$ cat src/source/fir_num_pkg.sv
// all arithmetic types are signed two's complement, and acc_t allows growth for 32 taps at most
package fir_num_pkg;

    localparam int SAMPLE_W = 16;                 // one input word
    localparam int COEF_W   = 18;                 // coefficient width
    localparam int PROD_W   = SAMPLE_W + COEF_W;  // full product, no truncation
    localparam int GROWTH_W = 5;                  // log2 of the largest tap count
    localparam int ACC_W    = PROD_W + GROWTH_W;
    localparam int OUT_W    = 16;

    // input sample as it arrives on the stream
    typedef logic signed [SAMPLE_W-1:0] sample_t;

    // run-time loadable filter coefficient
    typedef logic signed [COEF_W-1:0] coef_t;

    // one tap's sample times coefficient
    typedef logic signed [PROD_W-1:0] product_t;

    // full-precision sum of all tap products
    typedef logic signed [ACC_W-1:0] acc_t;

    // rounded and saturated result
    typedef logic signed [OUT_W-1:0] out_t;

endpackage

$ cat src/source/fir_coef_pkg.sv
// defaults cover the 28-tap reference set, entries beyond it are zero, at most 32 taps fit the address
package fir_coef_pkg;

    import fir_num_pkg::*;

    localparam int MAX_TAPS = 32;

    // index into the coefficient register file
    typedef logic [$clog2(MAX_TAPS)-1:0] coef_addr_t;

    // tap 0 multiplies the newest sample
    localparam coef_t COEF_DEFAULT [MAX_TAPS] = '{
        18'sd560,    18'sd608,    -18'sd120,   -18'sd354,
        -18'sd34,    18'sd538,    18'sd40,     -18'sd560,
        -18'sd250,   18'sd692,    18'sd412,    -18'sd710,
        -18'sd704,   18'sd740,    18'sd1014,   -18'sd662,
        -18'sd1436,  18'sd514,    18'sd1936,   -18'sd198,
        -18'sd2608,  -18'sd354,   18'sd3572,   18'sd1438,
        -18'sd5354,  -18'sd4176,  18'sd11198,  18'sd27938,
        18'sd0,      18'sd0,      18'sd0,      18'sd0
    };

endpackage

$ cat src/source/coef_bank.sv
// TAP_NUM must be even and no larger than MAX_TAPS, writes to addresses at or above TAP_NUM are dropped
module coef_bank
    import fir_num_pkg::*;
    import fir_coef_pkg::*;
#(
    parameter int TAP_NUM = 28
) (
    input  logic       clk_i,
    input  logic       rst_i,
    input  logic       we_i,
    input  coef_addr_t addr_i,
    input  coef_t      data_i,
    output coef_t      coefs_o [TAP_NUM]
);

    if (TAP_NUM > MAX_TAPS || TAP_NUM % 2 != 0) begin : g_bad_taps
        $error("TAP_NUM must be even and at most %0d", MAX_TAPS);
    end

    // each register decodes its own address, so out-of-range writes hit nothing
    always_ff @(posedge clk_i) begin
        for (int i = 0; i < TAP_NUM; i++) begin
            if (rst_i) begin
                coefs_o[i] <= COEF_DEFAULT[i];
            end else if (we_i && addr_i == coef_addr_t'(i)) begin
                coefs_o[i] <= data_i;     // visible to the filter on the next cycle
            end
        end
    end

endmodule

$ cat config.mk
export PLATFORM = sky130hd
export DESIGN_NAME = coef_bank
export DESIGN_NICKNAME = d
export VERILOG_FILES = /design/src/source/fir_num_pkg.sv /design/src/source/fir_coef_pkg.sv /design/src/source/coef_bank.sv
export SDC_FILE = /design/constraint.sdc
export NUM_CORES = 1
export LEC_CHECK = 0
export ABC_AREA = 1
export BUFFER_PORTS_ARGS = -buffer_cell sky130_fd_sc_hd__buf_4
export CAP_MARGIN = 15
export CORE_AREA = 2 2 205 207
export CTS_BUF_LIST = sky130_fd_sc_hd__clkbuf_8
export CTS_CLUSTER_SIZE = 12
export DETAILED_ROUTE_END_ITERATION = 12
export DIE_AREA = 0 0 207 209
export MAX_ROUTING_LAYER = met4
export PLACE_DENSITY_LB_ADDON = 0.08
export REMOVE_ABC_BUFFERS = 1
export SLEW_MARGIN = 20
export SYNTH_ARGS = -nofsm -noshare
export SYNTH_HDL_FRONTEND = slang
export SYNTH_SLANG_ARGS = --single-unit
$ cat constraint.sdc
create_clock -name clk_i -period 3.14 [get_ports clk_i]
set_clock_uncertainty 0.2 [all_clocks]
set_input_delay 0.314 -clock clk_i [delete_from_list [all_inputs] [get_ports clk_i]]
set_output_delay 0.314 -clock clk_i [all_outputs]
set_load 0.01 [all_outputs]
==> reports/metrics.cfg <==
[finish]
largest_register_ffs = 504
num-fill-cells = 3719
syn_to_final_growth_pct = 30.4
final_cell_mix = nand2_1 (753), nand3_1 (681), buf_4 (563)
top_register = coefs_o
n_antenna_cell = 0
fin_area_sq_um = 26500
finalNetCount = 3420
final_layout_size_suffix_gt1_share_pct = 21.2
layout_commonest_cell = nand2_1
largestRegisters = coefs_o: 504 flops

[setup_path]
crit_top_cell = nand2_1
startpoint = addr_i[2]
crit_arrival_ps = 2700
timing_worst_setup_path_type = input pin to flip-flop
cp_num_cells = 8
start_kind = input pin
r2r_start = coefs_o[455]
crit_path_end = coefs_o[273]
critPathRequiredTime_ps = 3520
cpMaxStageDelayCell = nand3_2
regToRegEndpoint = coefs_o[455]
cpLargestDelayFamily = buffers and inverters
path_max_fanout = 29
rr_worst_depth = 4
path_cells = dlygate4sd3_1 > buf_4 > nand2_1 > inv_2 > nand3_2 > nand2_1 > nand2_1 > nor2_1
end_kind = flip-flop
worst-path-buf-inv = 3
r2r_slack_ps = 2220
critPathMaxStageDelay_ps = 640

[timing]
setup_violations = 0
tightest_slew_ps = 1030
slew_viol_final = 0
max_freq_ghz = 0.431
postLayoutSetupSlackWorst_ps = 818
fin_crit_ps = 2320
rsz0062_at_grt = no
final_hold_viol_count = 0
period_share_pct = 73.9
slew_headroom_pct = 31.4

[cts]
cts_made_buffers = 85
cts.repair.resized = 0
clock_sinks = 504
cts-root-buf = clkbuf_8
clkTransAtPathRegs_ps = 60
clk_path_buf_depth = 3
insertion_delay_ps = 640
cts_tree = done
htreeDepth = 3

[worst_hold_path]
hold_start = addr_i[0]
hold_class = input pin to flip-flop

[power]
power.static_leakage_nw = 13.5
finalPower_mw = 13.6
power_density_nw_per_um2 = 512
peakVddDrop_v = 0.000413

[routing]
wirelength_mm = 76.8
postRouteAntennaNets = 0
drt_iter0_markers = 1925
vias = 20700
drt-vias-per-instance = 5.17
drc = 0
met1Wirelength_mm = 30.7
avgRoutedWirePerCell_um = 19.2
top_layer = met4
wl_met2_mm = 35.4
wl_met3_mm = 7.24
firstDrtPassIters = 6

[synthesis]
syn_area_sq_um = 20300
synth_warnings = 0
ys_seq_elements = 504
synth.top_cell.area_share_pct = 49.6
yosys-top-cells-area = dfxtp_1 (50%), nand3_1 (17%), nand2_1 (14%)
synthCells = 2939
yosysUniqueCellTypes = 16
synth.avg_cell_area_sq_um = 6.92
yosysTopAreaCell = dfxtp_1
synth.yosys.seq_area_share_pct = 49.6

[global_route]
grt_pass1_vias = 19000
grt.total_usage_pct = 35.1
grt_pass1_wl_mm = 114
overflow = 0
grt_max_degree = 97
antenna_found_initial = 0

[floorplan]
dieArea_sq_um = 43300
core_area_sq_um = 41300
initial_utilization_pct = 49.3
chipHeight_um = 209
ioPinCount = 530
die_w_um = 207
num_rows = 75

[job]
drv_cap = 0

[placed_design]
dpl_cell_area_sq_um = 24500
pre_cts_slack_ps = 700
gp_congestion = 0.861
hpwl_mm = 49.7
port_buffers = 529

[run_status]
status = completed

cells in the mapped netlist:
| cell | number |
|---|---|
| nor2_1 | 370 |
| nor2_4 | 1 |
| inv_2 | 1 |
| inv_1 | 373 |
| buf_6 | 1 |
| clkinv_1 | 4 |
| nand3_1 | 681 |
| buf_1 | 11 |
| nand3_2 | 13 |
| clkbuf_1 | 116 |
| nand2_1 | 753 |
| buf_4 | 3 |
| dfxtp_1 | 504 |
| buf_2 | 97 |
| nor2_2 | 8 |
| nand2_2 | 3 |
layer usage:
| metal | vias up | track usage [%] |
|---|---|---|
| met5 | - | - |
| met4 | 0 | 16.3 |
| met3 | 174 | 8.93 |
| met2 | 962 | 54.8 |
| met1 | 9593 | 42.6 |
| li1 | 9927 | - |
worst register-to-register path, cell delays in order, from the launching register on:
cell and delay [ps]:
dfxtp_1 400, inv_1 70, nand2_1 70, inv_1 50, nor2_1 80
area by class of cell:
cell class              count  area [sq um]  area share [%]
repair buffers            596          4670            17.6
multi-input cells        1829          7900            29.8
well taps                 539           674            2.54
clock inverters            34           148           0.557
inverters                 378          1430            5.38
clock buffers             117          1610            6.07
flip-flops and latches    504         10100            38.1
power by group:
group / switching [mW] / total (mW) / internal (mW)
clock: 2.70 / 5.99 / 3.29
combinational: 0.746 / 1.05 / 0.303
sequential: 0.0535 / 6.54 / 6.48
timing repair:
action	4_1_cts	5_1_grt
endpoints found under the setup margin	0	0
hold endpoints to repair	320	0
hold buffers	22	0
buffers inserted	0	0
logic make-up (layout without fill, tap and decap cells):
kind of cell	count (synthesis)	after routing	share of synthesized area, %
and+or+nand+nor	1829	1829	38.5
DFF	504	504	49.6
buffers and inverters	606	1125	11.9
per-stage QoR:
| stage | TNS, ps | hold WS, ps | util [%] | instances |
|---|---|---|---|---|
| after floorplan | -796780 | 227 | - | 2711 |
| after global placement | 0 | 239 | 59.4 | 3824 |
| after detailed placement | 0 | 244 | 59.4 | 3824 |
| after CTS | 0 | 45.4 | 64.2 | 3997 |
| after global routing | 0 | 101 | 64.2 | 3997 |
| final | 0 | 92.3 | 64.2 | 3997 |
worst min-delay path by stage:
stage	end	slack [ps]	depth (start not counted)
floorplan	coefs_o[130]	230	2
global placement	coefs_o[431]	240	2
detailed placement	coefs_o[125]	240	2
CTS	coefs_o[24]	50	6
global route	coefs_o[32]	100	6
finish	coefs_o[33]	90	6
Note: power is estimated with default switching activity, not from simulation.
