File: src/source/fir_num_pkg.sv
// all arithmetic types are signed two's complement, and acc_t allows growth for 32 taps at most
package fir_num_pkg;

    localparam int SAMPLE_W = 16;                 // one input word
    localparam int COEF_W   = 18;                 // coefficient width
    localparam int PROD_W   = SAMPLE_W + COEF_W;  // full product, no truncation
    localparam int GROWTH_W = 5;                  // log2 of the largest tap count
    localparam int ACC_W    = PROD_W + GROWTH_W;
    localparam int OUT_W    = 16;

    // input sample as it arrives on the stream
    typedef logic signed [SAMPLE_W-1:0] sample_t;

    // run-time loadable filter coefficient
    typedef logic signed [COEF_W-1:0] coef_t;

    // one tap's sample times coefficient
    typedef logic signed [PROD_W-1:0] product_t;

    // full-precision sum of all tap products
    typedef logic signed [ACC_W-1:0] acc_t;

    // rounded and saturated result
    typedef logic signed [OUT_W-1:0] out_t;

endpackage

File: src/source/out_scaler.sv
// SHIFT must be at least 1, rounding is half up and out-of-range results clamp with sat_o set
module out_scaler
    import fir_num_pkg::*;
#(
    parameter int SHIFT = 17
) (
    input  logic clk_i,
    input  logic rst_i,
    input  logic valid_i,
    input  acc_t sum_i,
    output logic valid_o,
    output out_t data_o,
    output logic sat_o
);

    localparam int RW = $bits(acc_t) + 1;    // one guard bit so rounding cannot wrap

    localparam logic signed [RW-1:0] ROUND   = RW'(1) << (SHIFT - 1);
    localparam logic signed [RW-1:0] OUT_MAX = 2 ** ($bits(out_t) - 1) - 1;
    localparam logic signed [RW-1:0] OUT_MIN = -(2 ** ($bits(out_t) - 1));

    logic signed [RW-1:0] sum_ext;
    logic signed [RW-1:0] scaled;
    out_t                 clamped;
    logic                 clip;

    assign sum_ext = sum_i;

    always_comb begin
        scaled  = (sum_ext + ROUND) >>> SHIFT;
        clip    = 1'b1;
        clamped = out_t'(scaled);
        if (scaled > OUT_MAX) begin
            clamped = out_t'(OUT_MAX);
        end else if (scaled < OUT_MIN) begin
            clamped = out_t'(OUT_MIN);
        end else begin
            clip = 1'b0;
        end
    end

    always_ff @(posedge clk_i) begin
        if (rst_i) begin
            valid_o <= 1'b0;
            sat_o   <= 1'b0;
        end else begin
            valid_o <= valid_i;
            if (valid_i) begin
                sat_o <= clip;               // holds until the next result
            end
        end
    end

    always_ff @(posedge clk_i) begin
        if (valid_i) begin
            data_o <= clamped;
        end
    end

endmodule

File: config.mk
export PLATFORM = sky130hd
export DESIGN_NAME = out_scaler
export DESIGN_NICKNAME = d
export VERILOG_FILES = /design/src/source/fir_num_pkg.sv /design/src/source/out_scaler.sv
export SDC_FILE = /design/constraint.sdc
export NUM_CORES = 1
export LEC_CHECK = 0
export BUFFER_PORTS_ARGS = -buffer_cell sky130_fd_sc_hd__buf_4
export CAP_MARGIN = 10
export CORE_ASPECT_RATIO = 1.4
export CORE_UTILIZATION = 41
export CTS_BUF_LIST = sky130_fd_sc_hd__clkbuf_4 sky130_fd_sc_hd__clkbuf_8 sky130_fd_sc_hd__clkbuf_16
export DETAILED_ROUTE_END_ITERATION = 16
export GPL_TIMING_DRIVEN = 0
export HOLD_SLACK_MARGIN = 0.03
export PLACE_DENSITY = 0.81
export SLEW_MARGIN = 20
export SYNTH_ARGS = -nofsm -noshare
export SYNTH_HDL_FRONTEND = slang
export SYNTH_SLANG_ARGS = --single-unit
File: constraint.sdc
create_clock -name clk_i -period 1.9 [get_ports clk_i]
set_clock_uncertainty 0.05 [all_clocks]
set_input_delay 0.19 -clock clk_i [delete_from_list [all_inputs] [get_ports clk_i]]
set_output_delay 0.19 -clock clk_i [all_outputs]
set_load 0.02 [all_outputs]
==> impl_metrics.yaml <==
timing:
  layout_min_cycle_time_ns: 1.897
  setup_repair_after_global_routing_missed_its_margin: "true"
  setup_viol: 0
  holdWs_ns: 0.06520
  timing.max_slew.rel_slack_pct: 63.30
  timing.final.crit_share_pct: 99.85
  hold_viol_final: 0
  max_freq_mhz: 527.1
  worst_slew_pin_slew_ns: 0.5505
  final-max-slew-violation-count: 0
cts:
  clock_insertion_delay_worst_skew_ns: 0.25
  clk_path_buf_depth: 2
  h_tree_depth_reported_by_cts: 1
  tritoncts: "yes"
  worst_setup_hold_path_clk_slew_ns: 0.06
  tritoncts_num_sinks: 18
  clock-root-buffer: "sky130_fd_sc_hd__clkbuf_8"
  tritoncts.num_buffers: 3
global_routing:
  met2_usage_pct: 37.15
  grt_pass1_vias: 1129
  busiest_layer: "met2"
  grtUsageTotal_pct: 19.16
  grtUsageMet3_pct: 3.196
  met1_usage_pct: 17.61
  overflow: 0
  maximum_number_of_pins_on_one_net_before_global_route_repair: 19
  grt_antenna_before_repair: 0
  grt_pass1_wl_mm: 4.657
final_layout:
  layout.cells.most_common_list: "sky130_fd_sc_hd__buf_4, sky130_fd_sc_hd__edfxtp_1, sky130_fd_sc_hd__nand2_1"
  areaGrowthSynthToFinish_pct: 53.76
  antennaDiodeCount: 0
  commonest_non_fill_non_tap_cell_in_the_layout: "sky130_fd_sc_hd__buf_4"
  layout-drive-gt1-share_pct: 45.56
  final_nets: 224
  utilization_pct: 66.45
synth:
  netlist_area_um2: 1231
  post_synth_inst_count: 120
  synth_enable_flop_cells: 16
  combinational_family_with_the_most_area_after_synthesis: "simple AND/OR/NAND/NOR gates"
  ys_dominant_reg_cell: "sky130_fd_sc_hd__edfxtp_1"
  number_of_nets_produced_by_synthesis: 163
  synth-async-reset-ratio_pct: 0
  synth-compound-area-share_pct: 14.63
  ys_seq_elements: 18
  synthXorXnorAreaFrac_pct: 11.38
  postSynthAreaPerCell_um2: 10.26
  ys_warn_count: 0
  yosys-mux-area-fraction_pct: 0
  synth_simple_gate_area_share_pct: 27.85
  seq_area_frac_synth_pct: 42.28
  netlist-cell-type-count: 32
  yosys.area_share.adder_pct: 1.016
floorplanning:
  floorplan.io_pins: 60
  die-area_um2: 3229
  start_util_pct: 43.21
  chipHeight_um: 66.84
  rows: 23
  die_x_um: 48.32
  placeableCoreArea_um2: 2849
detailed_routing:
  post_route_antenna_net_violation_count: 0
  dr.pass1.iters: 5
  vias: 1243
  vias_per_cell: 5.728
  detail_route.iter0.violations: 44
  post_drt_wl_per_cell_um: 15.46
  drt-total-wl_mm: 3.354
  remaining_drc_errors: 0
setup_path:
  critPathMaxStageDelay_ns: 0.26
  setup.worst_path.start_class: "primary input"
  cp_cell_sequence: "buf_8 -> nand4_1 -> buf_4 -> nor4_4 -> buf_4 -> nand2_4 -> xnor2_4 -> nor4_4 -> buf_4 -> buf_6 -> o22ai_2"
  crit-reg2reg-capture: "sat_o"
  critical_path_class: "in -> reg"
  cp_data_arrival_time_ns: 1.84
  worst-r2r-cell-count: 2
  critical_path_required_ns: 1.84
  worst_r2r_startpoint: "sat_o"
  timing.reg2reg.setup_slack_ns: 1.13
  end_kind: "flop"
  worst-path-max-fanout: 7
  crit_path_top_delay_cell: "sky130_fd_sc_hd__nor4_4"
  most_used_cell_along_the_critical_path: "sky130_fd_sc_hd__buf_4"
power_and_ir_drop:
  peak_supply_drop_uv: 405.3
  p_leak_nw: 0.7769
  power.density_cell_area_nw_per_um2: 568.3
flow_run:
  timing.max_cap.violations: 0
placed_design:
  place_hpwl_mm: 2.151
  finalWeightedCongestion: 0.8606
  port_buffers: 42
hold_path:
  worstHoldPathCells: 2
  sink_of_the_worst_hold_path: "valid_o"
  min_from: "rst_i"
  min-delay-path-class: "in -> reg"
outcome:
  run_status: "completed"
-- metrics by stage --
step	setup WS (ns)	cell area (µm²)	TNS (ns)	power, mW	instances
finish	0.002927	1893	0	1.076	217
global route	-0.03653	1893	-0.3184	1.112	217
CTS	0.001162	1710	0	1.038	210
detailed placement	-0.4755	1593	-6.729	0.7370	199
global placement	-0.4269	1593	-5.977	0.7301	199
floorplan	-0.1394	1231	-1.369	0.6082	120
-- report_power, final --
part	switching (mW)	internal, mW
Combinational	0.156	0.137
Sequential	0.00844	0.468
Clock	0.122	0.184
Total	0.286	0.790
-- logic make-up (layout without fill, tap and decap cells) --
family | after synthesis | after routing
XOR/XNOR | 16 | 16
AO/OA/AOI/OAI | 26 | 26
AND/OR/NAND/NOR | 52 | 52
flip-flops | 18 | 18
adder cells (fa/ha/maj) | 1 | 1
buffers and inverters | 7 | 67
-- worst max path at each step --
stage	startpoint	end	slack, ns
2_1_floorplan	sum_i[27]	data_o[11]	-0.14
3_3_place_gp	sum_i[27]	data_o[11]	-0.43
3_5_place_dp	sum_i[27]	data_o[1]	-0.48
4_1_cts	sum_i[29]	data_o[4]	0.001
5_1_grt	sum_i[18]	data_o[9]	-0.04
6_report	sum_i[27]	data_o[3]	0.003
-- sequential cells by signal, indices dropped and copies added, names as in the netlist --
| register | flops |
|---|---|
| data_o | 16 |
| valid_o | 1 |
| sat_o | 1 |
-- worst max-delay path, delay by kind of cell --
kind                   cells  cell delay, ns
buffers and inverters      5            0.78
AND/OR/NAND/NOR            4            0.63
XOR/XNOR                   1            0.15
AO/OA/AOI/OAI              1            0.09
-- repair_timing --
action                                  CTS  global route
pin swaps                                 5             9
cloned                                    1             0
setup buffers                             6             7
resized for setup                         4            25
hold buffers                              0             0
endpoints found under the setup margin   16            15
-- routing by layer --
metal / up-vias / share of wire, %
met2: 54 / 58
met5: - / 0
met1: 598 / 35
met3: 11 / 4.0
li1: 580 / -
met4: 0 / 3.1
-- cell usage after synthesis, types with 2 or more instances --
master                      n  share of area, %
sky130_fd_sc_hd__nor2_1     8               2.4
sky130_fd_sc_hd__dfxtp_1    2               3.3
sky130_fd_sc_hd__nand3_1    8               3.3
sky130_fd_sc_hd__and3_1     3               1.5
sky130_fd_sc_hd__clkbuf_1   2              0.61
sky130_fd_sc_hd__and2_1     2               1.0
sky130_fd_sc_hd__a211oi_1   2               1.2
sky130_fd_sc_hd__a21boi_1   2               1.2
sky130_fd_sc_hd__a22oi_1    4               2.4
sky130_fd_sc_hd__a31oi_1    3               1.5
sky130_fd_sc_hd__and4_1     2               1.4
sky130_fd_sc_hd__nand2_1   12               3.7
sky130_fd_sc_hd__nand4_1    3               1.5
sky130_fd_sc_hd__or3_1      2               1.0
sky130_fd_sc_hd__nand3b_1   3               1.8
sky130_fd_sc_hd__inv_1      3              0.91
sky130_fd_sc_hd__edfxtp_1  16                39
sky130_fd_sc_hd__nor4_4     3               5.2
sky130_fd_sc_hd__xnor2_1    8               5.7
sky130_fd_sc_hd__xor2_1     8               5.7
sky130_fd_sc_hd__nor2b_1    3               1.5
sky130_fd_sc_hd__o22ai_1   11               5.6
-- layout make-up --
| type | instances | area (µm²) |
|---|---|---|
| Sequential cell | 18 | 520.5 |
| Tap cell | 37 | 46.29 |
| Timing Repair Buffer | 56 | 454.2 |
| Clock buffer | 4 | 55.05 |
| Inverter | 3 | 11.26 |
| Buffer | 4 | 26.28 |
| Multi-Input combinational cell | 95 | 779.5 |
| Fill cell | 203 | 955.9 |
(Power assumes the default switching activity.)
